`src/logic/calc_pkg.sv`:
```
// Shared enums and key event struct used by the calculator RTL and its testbench
package calc_pkg;

    // Operator codes carried by an operator key
    typedef enum logic [2:0] {
        OP_NONE = 3'd0,
        OP_NEG  = 3'd1,
        OP_ADD  = 3'd2,
        OP_SUB  = 3'd3,
        OP_MUL  = 3'd4
    } op_t;

    typedef enum logic [1:0] {
        KEY_DIGIT = 2'd0,
        KEY_OP    = 2'd1,
        KEY_EQUAL = 2'd2
    } key_kind_t;

    // One held key press, 9 bits
    typedef struct packed {
        key_kind_t  kind;
        logic [3:0] digit;
        op_t        op;
    } key_event_t;

    typedef enum logic [3:0] {
        WAIT_OP1      = 4'd0,
        MULT_OP1      = 4'd1,
        ADD_DIGIT_OP1 = 4'd2,
        WAIT_OP2      = 4'd3,
        MULT_OP2      = 4'd4,
        ADD_DIGIT_OP2 = 4'd5,
        SEND_COMPUTE  = 4'd6,
        WAIT_COMPUTE  = 4'd7,
        SHOW_RESULT   = 4'd8
    } ctrl_state_t;

endpackage

```
`src/logic/key_capture.sv`:
```
// Input stage that turns each new key press edge into one held event for the entry controller
`timescale 1ns/1ps

module key_capture (
    input  logic                 clk,
    input  logic                 nRST,
    input  logic                 digit_press,
    input  logic [3:0]           digit,
    input  logic                 op_press,
    input  calc_pkg::op_t        op_key,
    input  logic                 equal_press,
    input  logic                 key_read,
    output logic                 key_valid,
    output calc_pkg::key_event_t key_event
);

    logic                 digit_prev;
    logic                 op_prev;
    logic                 equal_prev;
    logic                 digit_rise;
    logic                 op_rise;
    logic                 equal_rise;
    logic                 any_rise;
    calc_pkg::key_event_t new_event;

    assign digit_rise = digit_press & ~digit_prev;
    assign op_rise    = op_press & ~op_prev;
    assign equal_rise = equal_press & ~equal_prev;
    assign any_rise   = digit_rise | op_rise | equal_rise;

    // Equal wins over an operator, an operator over a digit
    always_comb begin
        new_event.kind  = calc_pkg::KEY_DIGIT;
        new_event.digit = digit;
        new_event.op    = calc_pkg::OP_NONE;
        if (equal_rise) begin
            new_event.kind  = calc_pkg::KEY_EQUAL;
            new_event.digit = 4'd0;
        end else if (op_rise) begin
            new_event.kind  = calc_pkg::KEY_OP;
            new_event.digit = 4'd0;
            new_event.op    = op_key;
        end
    end

    always_ff @(posedge clk or negedge nRST) begin
        if (!nRST) begin
            digit_prev <= 1'b0;
            op_prev    <= 1'b0;
            equal_prev <= 1'b0;
            key_valid  <= 1'b0;
        end else begin
            digit_prev <= digit_press;
            op_prev    <= op_press;
            equal_prev <= equal_press;
            if (key_valid) begin
                // Held until the controller acks, new edges are lost meanwhile
                if (key_read) begin
                    key_valid <= 1'b0;
                end
            end else if (any_rise) begin
                key_valid <= 1'b1;
            end
        end
    end

    always_ff @(posedge clk) begin
        if (!key_valid && any_rise) begin
            key_event <= new_event;
        end
    end

endmodule

```
`src/logic/entry_control.sv`:
```
// Entry controller that builds two operands from key events and runs the arithmetic units
`timescale 1ns/1ps

module entry_control #(
    parameter int WIDTH = 16
) (
    input  logic                 clk,
    input  logic                 nRST,
    input  logic                 key_valid,
    input  calc_pkg::key_event_t key_event,
    output logic                 key_read,
    output logic [WIDTH-1:0]     a_in,
    output logic [WIDTH-1:0]     b_in,
    output logic                 sub,
    output logic                 add_start,
    input  logic                 add_finish,
    input  logic [WIDTH-1:0]     add_out,
    output logic [WIDTH-1:0]     m_in1,
    output logic [WIDTH-1:0]     m_in2,
    output logic                 mul_start,
    input  logic                 mul_finish,
    input  logic [WIDTH-1:0]     mul_out,
    output logic [WIDTH-1:0]     display,
    output logic                 complete
);

    localparam int MAG_W = WIDTH - 1;

    calc_pkg::ctrl_state_t state;
    calc_pkg::ctrl_state_t next_state;
    calc_pkg::op_t         op_latched;
    logic [WIDTH-1:0]      operand1;
    logic [WIDTH-1:0]      operand2;
    logic [3:0]            digit_latched;
    logic                  in_entry;
    logic                  take_key;
    logic                  is_digit;
    logic                  is_neg;
    logic                  is_oper;
    logic                  is_equal;

    assign in_entry = (state == calc_pkg::WAIT_OP1) || (state == calc_pkg::WAIT_OP2);

    // The cycle after a take, key_valid is still up while key_read clears it
    assign take_key = in_entry & key_valid & ~key_read;
    assign is_digit = take_key && (key_event.kind == calc_pkg::KEY_DIGIT);
    assign is_neg   = take_key && (key_event.kind == calc_pkg::KEY_OP)
                      && (key_event.op == calc_pkg::OP_NEG);
    assign is_oper  = take_key && (key_event.kind == calc_pkg::KEY_OP)
                      && (key_event.op != calc_pkg::OP_NEG)
                      && (key_event.op != calc_pkg::OP_NONE);
    assign is_equal = take_key && (key_event.kind == calc_pkg::KEY_EQUAL);

    always_comb begin
        next_state = state;
        case (state)
            calc_pkg::WAIT_OP1: begin
                if (is_digit) begin
                    next_state = calc_pkg::MULT_OP1;
                end else if (is_oper) begin
                    next_state = calc_pkg::WAIT_OP2;
                end
            end
            calc_pkg::MULT_OP1: begin
                if (mul_finish) begin
                    next_state = calc_pkg::ADD_DIGIT_OP1;
                end
            end
            calc_pkg::ADD_DIGIT_OP1: next_state = calc_pkg::WAIT_OP1;
            calc_pkg::WAIT_OP2: begin
                if (is_digit) begin
                    next_state = calc_pkg::MULT_OP2;
                end else if (is_equal) begin
                    next_state = calc_pkg::SEND_COMPUTE;
                end
            end
            calc_pkg::MULT_OP2: begin
                if (mul_finish) begin
                    next_state = calc_pkg::ADD_DIGIT_OP2;
                end
            end
            calc_pkg::ADD_DIGIT_OP2: next_state = calc_pkg::WAIT_OP2;
            // Start strobe is high during this state
            calc_pkg::SEND_COMPUTE:  next_state = calc_pkg::WAIT_COMPUTE;
            calc_pkg::WAIT_COMPUTE: begin
                if (add_finish || mul_finish) begin
                    next_state = calc_pkg::SHOW_RESULT;
                end
            end
            calc_pkg::SHOW_RESULT:   next_state = calc_pkg::WAIT_OP1;
            default:                 next_state = calc_pkg::WAIT_OP1;
        endcase
    end

    always_ff @(posedge clk or negedge nRST) begin
        if (!nRST) begin
            state      <= calc_pkg::WAIT_OP1;
            key_read   <= 1'b0;
            add_start  <= 1'b0;
            mul_start  <= 1'b0;
            complete   <= 1'b0;
            display    <= '0;
            operand1   <= '0;
            operand2   <= '0;
            op_latched <= calc_pkg::OP_NONE;
        end else begin
            state     <= next_state;
            key_read  <= take_key;
            add_start <= 1'b0;
            mul_start <= 1'b0;
            complete  <= 1'b0;
            case (state)
                calc_pkg::WAIT_OP1: begin
                    if (is_digit) begin
                        mul_start <= 1'b1;
                    end else if (is_neg) begin
                        operand1[WIDTH-1] <= ~operand1[WIDTH-1];
                    end else if (is_oper) begin
                        op_latched <= key_event.op;
                    end
                end
                calc_pkg::MULT_OP1: begin
                    // Keep own sign so a leading negate survives a zero product
                    if (mul_finish) begin
                        operand1 <= {operand1[WIDTH-1], mul_out[MAG_W-1:0]};
                    end
                end
                calc_pkg::ADD_DIGIT_OP1: begin
                    operand1[MAG_W-1:0] <= operand1[MAG_W-1:0] + MAG_W'(digit_latched);
                end
                calc_pkg::WAIT_OP2: begin
                    if (is_digit) begin
                        mul_start <= 1'b1;
                    end else if (is_neg) begin
                        operand2[WIDTH-1] <= ~operand2[WIDTH-1];
                    end else if (is_equal) begin
                        if (op_latched == calc_pkg::OP_MUL) begin
                            mul_start <= 1'b1;
                        end else begin
                            add_start <= 1'b1;
                        end
                    end
                end
                calc_pkg::MULT_OP2: begin
                    if (mul_finish) begin
                        operand2 <= {operand2[WIDTH-1], mul_out[MAG_W-1:0]};
                    end
                end
                calc_pkg::ADD_DIGIT_OP2: begin
                    operand2[MAG_W-1:0] <= operand2[MAG_W-1:0] + MAG_W'(digit_latched);
                end
                calc_pkg::WAIT_COMPUTE: begin
                    // Result lands together with complete in SHOW_RESULT
                    if (add_finish) begin
                        display  <= add_out;
                        complete <= 1'b1;
                    end else if (mul_finish) begin
                        display  <= mul_out;
                        complete <= 1'b1;
                    end
                end
                calc_pkg::SHOW_RESULT: begin
                    operand1 <= '0;
                    operand2 <= '0;
                end
                default: ;
            endcase
        end
    end

    always_ff @(posedge clk) begin
        if (is_digit) begin
            digit_latched <= key_event.digit;
            m_in1         <= (state == calc_pkg::WAIT_OP1) ? operand1 : operand2;
            m_in2         <= WIDTH'(10);
        end
        if (is_equal && state == calc_pkg::WAIT_OP2) begin
            a_in  <= operand1;
            b_in  <= operand2;
            sub   <= (op_latched == calc_pkg::OP_SUB);
            m_in1 <= operand1;
            m_in2 <= operand2;
        end
    end

endmodule

```
`src/logic/addsub_unit.sv`:
```
// Sign-magnitude adder/subtractor, result registered one cycle after its start pulse
`timescale 1ns/1ps

module addsub_unit #(
    parameter int WIDTH = 16
) (
    input  logic             clk,
    input  logic             nRST,
    input  logic [WIDTH-1:0] a_in,
    input  logic [WIDTH-1:0] b_in,
    input  logic             sub,
    input  logic             add_start,
    output logic [WIDTH-1:0] add_out,
    output logic             add_finish
);

    localparam int MAG_W = WIDTH - 1;

    logic             a_sign;
    logic             b_sign;
    logic [MAG_W-1:0] a_mag;
    logic [MAG_W-1:0] b_mag;
    logic             res_sign;
    logic [MAG_W-1:0] res_mag;

    assign a_sign = a_in[WIDTH-1];
    // Subtraction is addition of the negated b
    assign b_sign = b_in[WIDTH-1] ^ sub;
    assign a_mag  = a_in[MAG_W-1:0];
    assign b_mag  = b_in[MAG_W-1:0];

    always_comb begin
        if (a_sign == b_sign) begin
            res_mag  = a_mag + b_mag;
            res_sign = a_sign;
        end else if (a_mag >= b_mag) begin
            res_mag  = a_mag - b_mag;
            res_sign = a_sign;
        end else begin
            res_mag  = b_mag - a_mag;
            res_sign = b_sign;
        end
    end

    always_ff @(posedge clk or negedge nRST) begin
        if (!nRST) begin
            add_finish <= 1'b0;
        end else begin
            add_finish <= add_start;
        end
    end

    // Zero always comes out positive
    always_ff @(posedge clk) begin
        if (add_start) begin
            add_out <= {res_sign & (res_mag != '0), res_mag};
        end
    end

endmodule

```
`src/logic/shift_multiplier.sv`:
```
// Sequential shift-and-add sign-magnitude multiplier shared by digit entry and the multiply key
`timescale 1ns/1ps

module shift_multiplier #(
    parameter int WIDTH = 16
) (
    input  logic             clk,
    input  logic             nRST,
    input  logic [WIDTH-1:0] m_in1,
    input  logic [WIDTH-1:0] m_in2,
    input  logic             mul_start,
    output logic [WIDTH-1:0] mul_out,
    output logic             mul_finish
);

    localparam int MAG_W = WIDTH - 1;
    localparam int CNT_W = $clog2(WIDTH);

    logic [MAG_W-1:0] acc;
    logic [MAG_W-1:0] mcand;
    logic [MAG_W-1:0] mplier;
    logic [MAG_W-1:0] first_part;
    logic             prod_sign;
    logic             busy;
    logic [CNT_W-1:0] count;

    // Bit 0 is folded into the load so finish lands WIDTH-1 cycles after start
    assign first_part = m_in2[0] ? m_in1[MAG_W-1:0] : '0;

    always_ff @(posedge clk or negedge nRST) begin
        if (!nRST) begin
            busy       <= 1'b0;
            count      <= '0;
            mul_finish <= 1'b0;
        end else begin
            mul_finish <= 1'b0;
            if (mul_start) begin
                busy  <= 1'b1;
                count <= CNT_W'(1);
            end else if (busy) begin
                count <= count + 1'b1;
                // Last magnitude bit is taken this cycle
                if (count == CNT_W'(MAG_W - 1)) begin
                    busy       <= 1'b0;
                    mul_finish <= 1'b1;
                end
            end
        end
    end

    always_ff @(posedge clk) begin
        if (mul_start) begin
            acc       <= first_part;
            mcand     <= m_in1[MAG_W-1:0] << 1;
            mplier    <= m_in2[MAG_W-1:0] >> 1;
            prod_sign <= m_in1[WIDTH-1] ^ m_in2[WIDTH-1];
        end else if (busy) begin
            if (mplier[0]) begin
                acc <= acc + mcand;
            end
            mcand  <= mcand << 1;
            mplier <= mplier >> 1;
        end
    end

    // Magnitude wraps naturally at MAG_W bits, zero forced positive
    assign mul_out = {prod_sign & (acc != '0), acc};

endmodule

```
`src/logic/calculator_top.sv`:
```
// Top level of the keypad calculator, wires key capture, controller and arithmetic units
`timescale 1ns/1ps

module calculator_top #(
    parameter int WIDTH = 16
) (
    input  logic             clk,
    input  logic             nRST,
    input  logic             digit_press,
    input  logic [3:0]       digit,
    input  logic             op_press,
    input  calc_pkg::op_t    op_key,
    input  logic             equal_press,
    output logic [WIDTH-1:0] display,
    output logic             complete
);

    logic                 key_valid;
    logic                 key_read;
    calc_pkg::key_event_t key_event;
    logic [WIDTH-1:0]     a_in;
    logic [WIDTH-1:0]     b_in;
    logic                 sub;
    logic                 add_start;
    logic                 add_finish;
    logic [WIDTH-1:0]     add_out;
    logic [WIDTH-1:0]     m_in1;
    logic [WIDTH-1:0]     m_in2;
    logic                 mul_start;
    logic                 mul_finish;
    logic [WIDTH-1:0]     mul_out;

    key_capture u_key_capture (
        .clk         (clk),
        .nRST        (nRST),
        .digit_press (digit_press),
        .digit       (digit),
        .op_press    (op_press),
        .op_key      (op_key),
        .equal_press (equal_press),
        .key_read    (key_read),
        .key_valid   (key_valid),
        .key_event   (key_event)
    );

    entry_control #(.WIDTH(WIDTH)) u_entry_control (
        .clk        (clk),
        .nRST       (nRST),
        .key_valid  (key_valid),
        .key_event  (key_event),
        .key_read   (key_read),
        .a_in       (a_in),
        .b_in       (b_in),
        .sub        (sub),
        .add_start  (add_start),
        .add_finish (add_finish),
        .add_out    (add_out),
        .m_in1      (m_in1),
        .m_in2      (m_in2),
        .mul_start  (mul_start),
        .mul_finish (mul_finish),
        .mul_out    (mul_out),
        .display    (display),
        .complete   (complete)
    );

    addsub_unit #(.WIDTH(WIDTH)) u_addsub_unit (
        .clk        (clk),
        .nRST       (nRST),
        .a_in       (a_in),
        .b_in       (b_in),
        .sub        (sub),
        .add_start  (add_start),
        .add_out    (add_out),
        .add_finish (add_finish)
    );

    shift_multiplier #(.WIDTH(WIDTH)) u_shift_multiplier (
        .clk        (clk),
        .nRST       (nRST),
        .m_in1      (m_in1),
        .m_in2      (m_in2),
        .mul_start  (mul_start),
        .mul_out    (mul_out),
        .mul_finish (mul_finish)
    );

endmodule

```
`config.mk`:
```
export PLATFORM = sky130hd
export DESIGN_NAME = calculator_top
export DESIGN_NICKNAME = d
export VERILOG_FILES = /design/src/logic/calc_pkg.sv /design/src/logic/key_capture.sv /design/src/logic/entry_control.sv /design/src/logic/addsub_unit.sv /design/src/logic/shift_multiplier.sv /design/src/logic/calculator_top.sv
export SDC_FILE = /design/constraint.sdc
export NUM_CORES = 1
export LEC_CHECK = 0
export ABC_AREA = 0
export BUFFER_PORTS_ARGS = -buffer_cell sky130_fd_sc_hd__buf_4
export CAP_MARGIN = 25
export CORE_ASPECT_RATIO = 0.7
export CORE_MARGIN = 10
export CORE_UTILIZATION = 35
export CTS_CLUSTER_SIZE = 30
export DETAILED_ROUTE_END_ITERATION = 8
export PLACE_DENSITY = 0.47
export SLEW_MARGIN = 20
export SYNTH_ARGS = -nofsm -noshare
export SYNTH_HDL_FRONTEND = slang
export SYNTH_SLANG_ARGS = --single-unit
```
`constraint.sdc`:
```
create_clock -name clk -period 3.1 [get_ports clk]
set_clock_uncertainty 0.1 [all_clocks]
set_input_delay 0.155 -clock clk [delete_from_list [all_inputs] [get_ports clk]]
set_output_delay 0.155 -clock clk [all_outputs]
set_load 0.05 [all_outputs]
```
==> out/results.txt <==
worst path arrival time: 3670 ps
ys flop type: edfxtp_1
fill count: 3,220
port bufs: 28
Peak VDD IR: 0.000416 V
initial antenna violation count: 1
xor/xnor share of the synthesized area: 0.0224
setup slack after placement: -484 ps
largest area contributor in the netlist: edfxtp_1
CTS Buffer Depth: 3
Slew Viols, Final: 0
residual DRC count: 0
die span in y: 175 microns
largest family of logic cells by synthesized area: compound AO/OA/AOI/OAI gates
Cells after Synth: 1,119
nets: 1,372
Seq/Total Area, Yosys: 0.493
Ports: 29
grt ovf: 0
CTS tree: yes
Cell Area, Synth: 0.0120 sq mm
final worst setup slack: -430 ps
Fin. Hold Viols: 0
Post-Synth Simple-Gate Area: 0.147
# setup viols final: 3
post-synthesis mux area share: 0.0554
largest net degree at the start of global routing: 57
vias in the first global route: 8,718
initial core utilization: 0.356
H-tree levels: 1
Num Clock Sinks: 208
global-route wire length before repair: 51,200 microns
Wirelength per Cell: 19.2 microns
Cell variety after synth: 83
count leader, synth: edfxtp_1
Final TNS setup: -834 ps
final antenna-violating net count: 0
die area: 0.0421 sq mm
1st-iter DRT viols: 679
Worst Tran Pin Value: 811 ps
Period Utilization, post-route: 1.14
Total Wirelength: 33,300 microns
Syn Area/Cell: 10.7 sq um
failing checks: negative setup slack
fmax: 283 MHz
core area: 0.0336 sq mm
kind of critical path: flop to flop
ant diodes: 0
slowest CP cell: edfxtp_1
DRT Pass-1 Iters: 5
worst hold margin: 176 ps
Placed Cells incl. Taps: 1,669
syn nets: 1,207
Worst-path clk slew: 60 ps
share of cells above drive strength 1: 0.260
row count: 56
gpl congestion: 0.879
post-DP HPWL: 24,600 microns
Post-synth EDFFs: 138
Max Cap Violations: 0
Worst Hold Class: input pin to async pin
worst skew pair latency: 500 ps
area growth from synthesis to layout: 23.7%
Yosys reg bits: 208
slowest stage delay, CP: 430 ps
CP Max Fanout: 4
Layout Cells excl Fill: 1,733
vias after detailed routing: 9,087
clock buffers created by TritonCTS: 21
pwr/cell area: 833 mW/mm^2
top post-synthesis cells by area: edfxtp_1 (35%), dfrtp_1 (15%), ha_1 (7.3%), a21oi_1 (3.9%), mux2_2 (3.4%)
CP startpoint kind: flop
crit-path cells: buf_4, buf_4, fa_1, nand3_1, nand2_1, a221oi_1, nor3_1, o21ai_1, o2111ai_2, nor4_2, nand4b_1, nor4_2, a21oi_1
unrepaired setup endpoints after global routing: true
vias per cell: 5.24
clock root cell: clkbuf_16
Synth Area in Compound Gates: 0.156
die width: 241 microns
Worst setup EP type: flop
Critical Path RT: 3240 ps
total global-route track usage: 0.154
Relative slew margins: 0.459
Synth top area share: 0.346
Layout Utilization: 0.440
Synth Area in Adders: 0.0833
Synth warnings: 0
Synth top cells by count: edfxtp_1 (138), nor2_1 (95), a21oi_1 (93)
fin crit period: 3530 ps
Leak: 5.99 nW
Post-synth ARST share: 0.337
status: finished with violations
-- cells by family after synthesis --
logic type	after synthesis
and+or+nand+nor	337
buffers and inverters	119
muxes	61
AOI/OAI and AO/OA	290
adders and majority gates	76
DFF	208
xor gates and xnor gates	28
-- final timing paths --
kind,startpoint,slack [ps],endpoint,depth (start not counted)
setup / recovery,u_entry_control.b_in[1],-430,u_addsub_unit.add_out[15],13
hold / removal,nRST,180,u_entry_control.display[13],2
setup reg to reg,u_entry_control.b_in[1],-430,u_addsub_unit.add_out[15],13
hold reg to reg,u_key_capture.key_event[4],320,u_entry_control.digit_latched[1],0
max in group asynchronous,nRST,2030,u_entry_control.operand1[1],3
min in group clk,equal_press,210,u_key_capture.equal_prev,2
-- repair_timing --
item                                   CTS  global route
hold buffers                            11             0
buffers inserted                         7            10
pin swaps                                9             8
gates resized for setup                 22            53
endpoints found under the hold margin   67             0
setup endpoints to repair                7            10
-- area by class of cell --
cell class | instances | area, sq um | area share
well taps | 435 | 544 | 0.0368
clock inverters | 6 | 27.5 | 0.00186
multi-input cells | 792 | 5920 | 0.400
clock buffers | 31 | 583 | 0.0394
inverters | 65 | 244 | 0.0165
repair buffers | 196 | 1580 | 0.107
flip-flops and latches | 208 | 5900 | 0.399
-- stage by stage --
| stage | instance area (sq um) | power, mW |
|---|---|---|
| after detailed placement | 13600 | 9.83 |
| after CTS | 14500 | 12.3 |
| after floorplan | 12000 | 8.02 |
| final | 14800 | 12.3 |
| after global routing | 14800 | 13.2 |
| after global placement | 13600 | 9.77 |
-- registers in the layout, indices dropped and copies added, names as in the netlist, 3 cells and up --
| name | count |
|---|---|
| u_entry_control.state | 4 |
| u_entry_control.digit_latched | 4 |
| u_entry_control.operand1 | 16 |
| u_shift_multiplier.mcand | 14 |
| u_shift_multiplier.mplier | 14 |
| u_entry_control.b_in | 16 |
| u_entry_control.op_latched | 3 |
| u_entry_control.display | 16 |
| u_entry_control.operand2 | 16 |
| u_entry_control.m_in1 | 16 |
| u_shift_multiplier.count | 4 |
| u_entry_control.m_in2 | 16 |
| u_entry_control.a_in | 16 |
| u_key_capture.key_event | 9 |
| u_addsub_unit.add_out | 16 |
| u_shift_multiplier.acc | 15 |
-- cell usage in the layout, fill, tap and decap left out, drive strengths merged, types with 42 or more instances in the layout --
cell type,Yosys,routed
buf,18,185
edfxtp,138,138
a21oi,96,96
nor2,95,95
o21ai,82,82
dfrtp,70,70
ha,70,70
inv,64,64
nand2,49,49
mux2,42,42
-- power breakdown --
part | internal [mW] | switching (mW)
Sequential | 4.15 | 0.795
Clock | 1.30 | 1.04
Combinational | 2.13 | 2.91
Total | 7.58 | 4.74
-- critical path: cells and delay by family, from the launching register on --
| kind | cells | cell delay, ps |
|---|---|---|
| AND/OR/NAND/NOR | 6 | 1190 |
| AO/OA/AOI/OAI | 4 | 810 |
| flip-flops | 1 | 430 |
| adder cells (fa/ha/maj) | 1 | 410 |
| buffers and inverters | 2 | 320 |
-- metal layers --
layer	wire, microns	up-vias	GRT usage
met5	0	-	0
met4	318	0	0.0214
met3	1710	30	0.0218
met2	14100	181	0.221
met1	17100	4443	0.242
li1	-	4433	-
(Power assumes the default switching activity.)
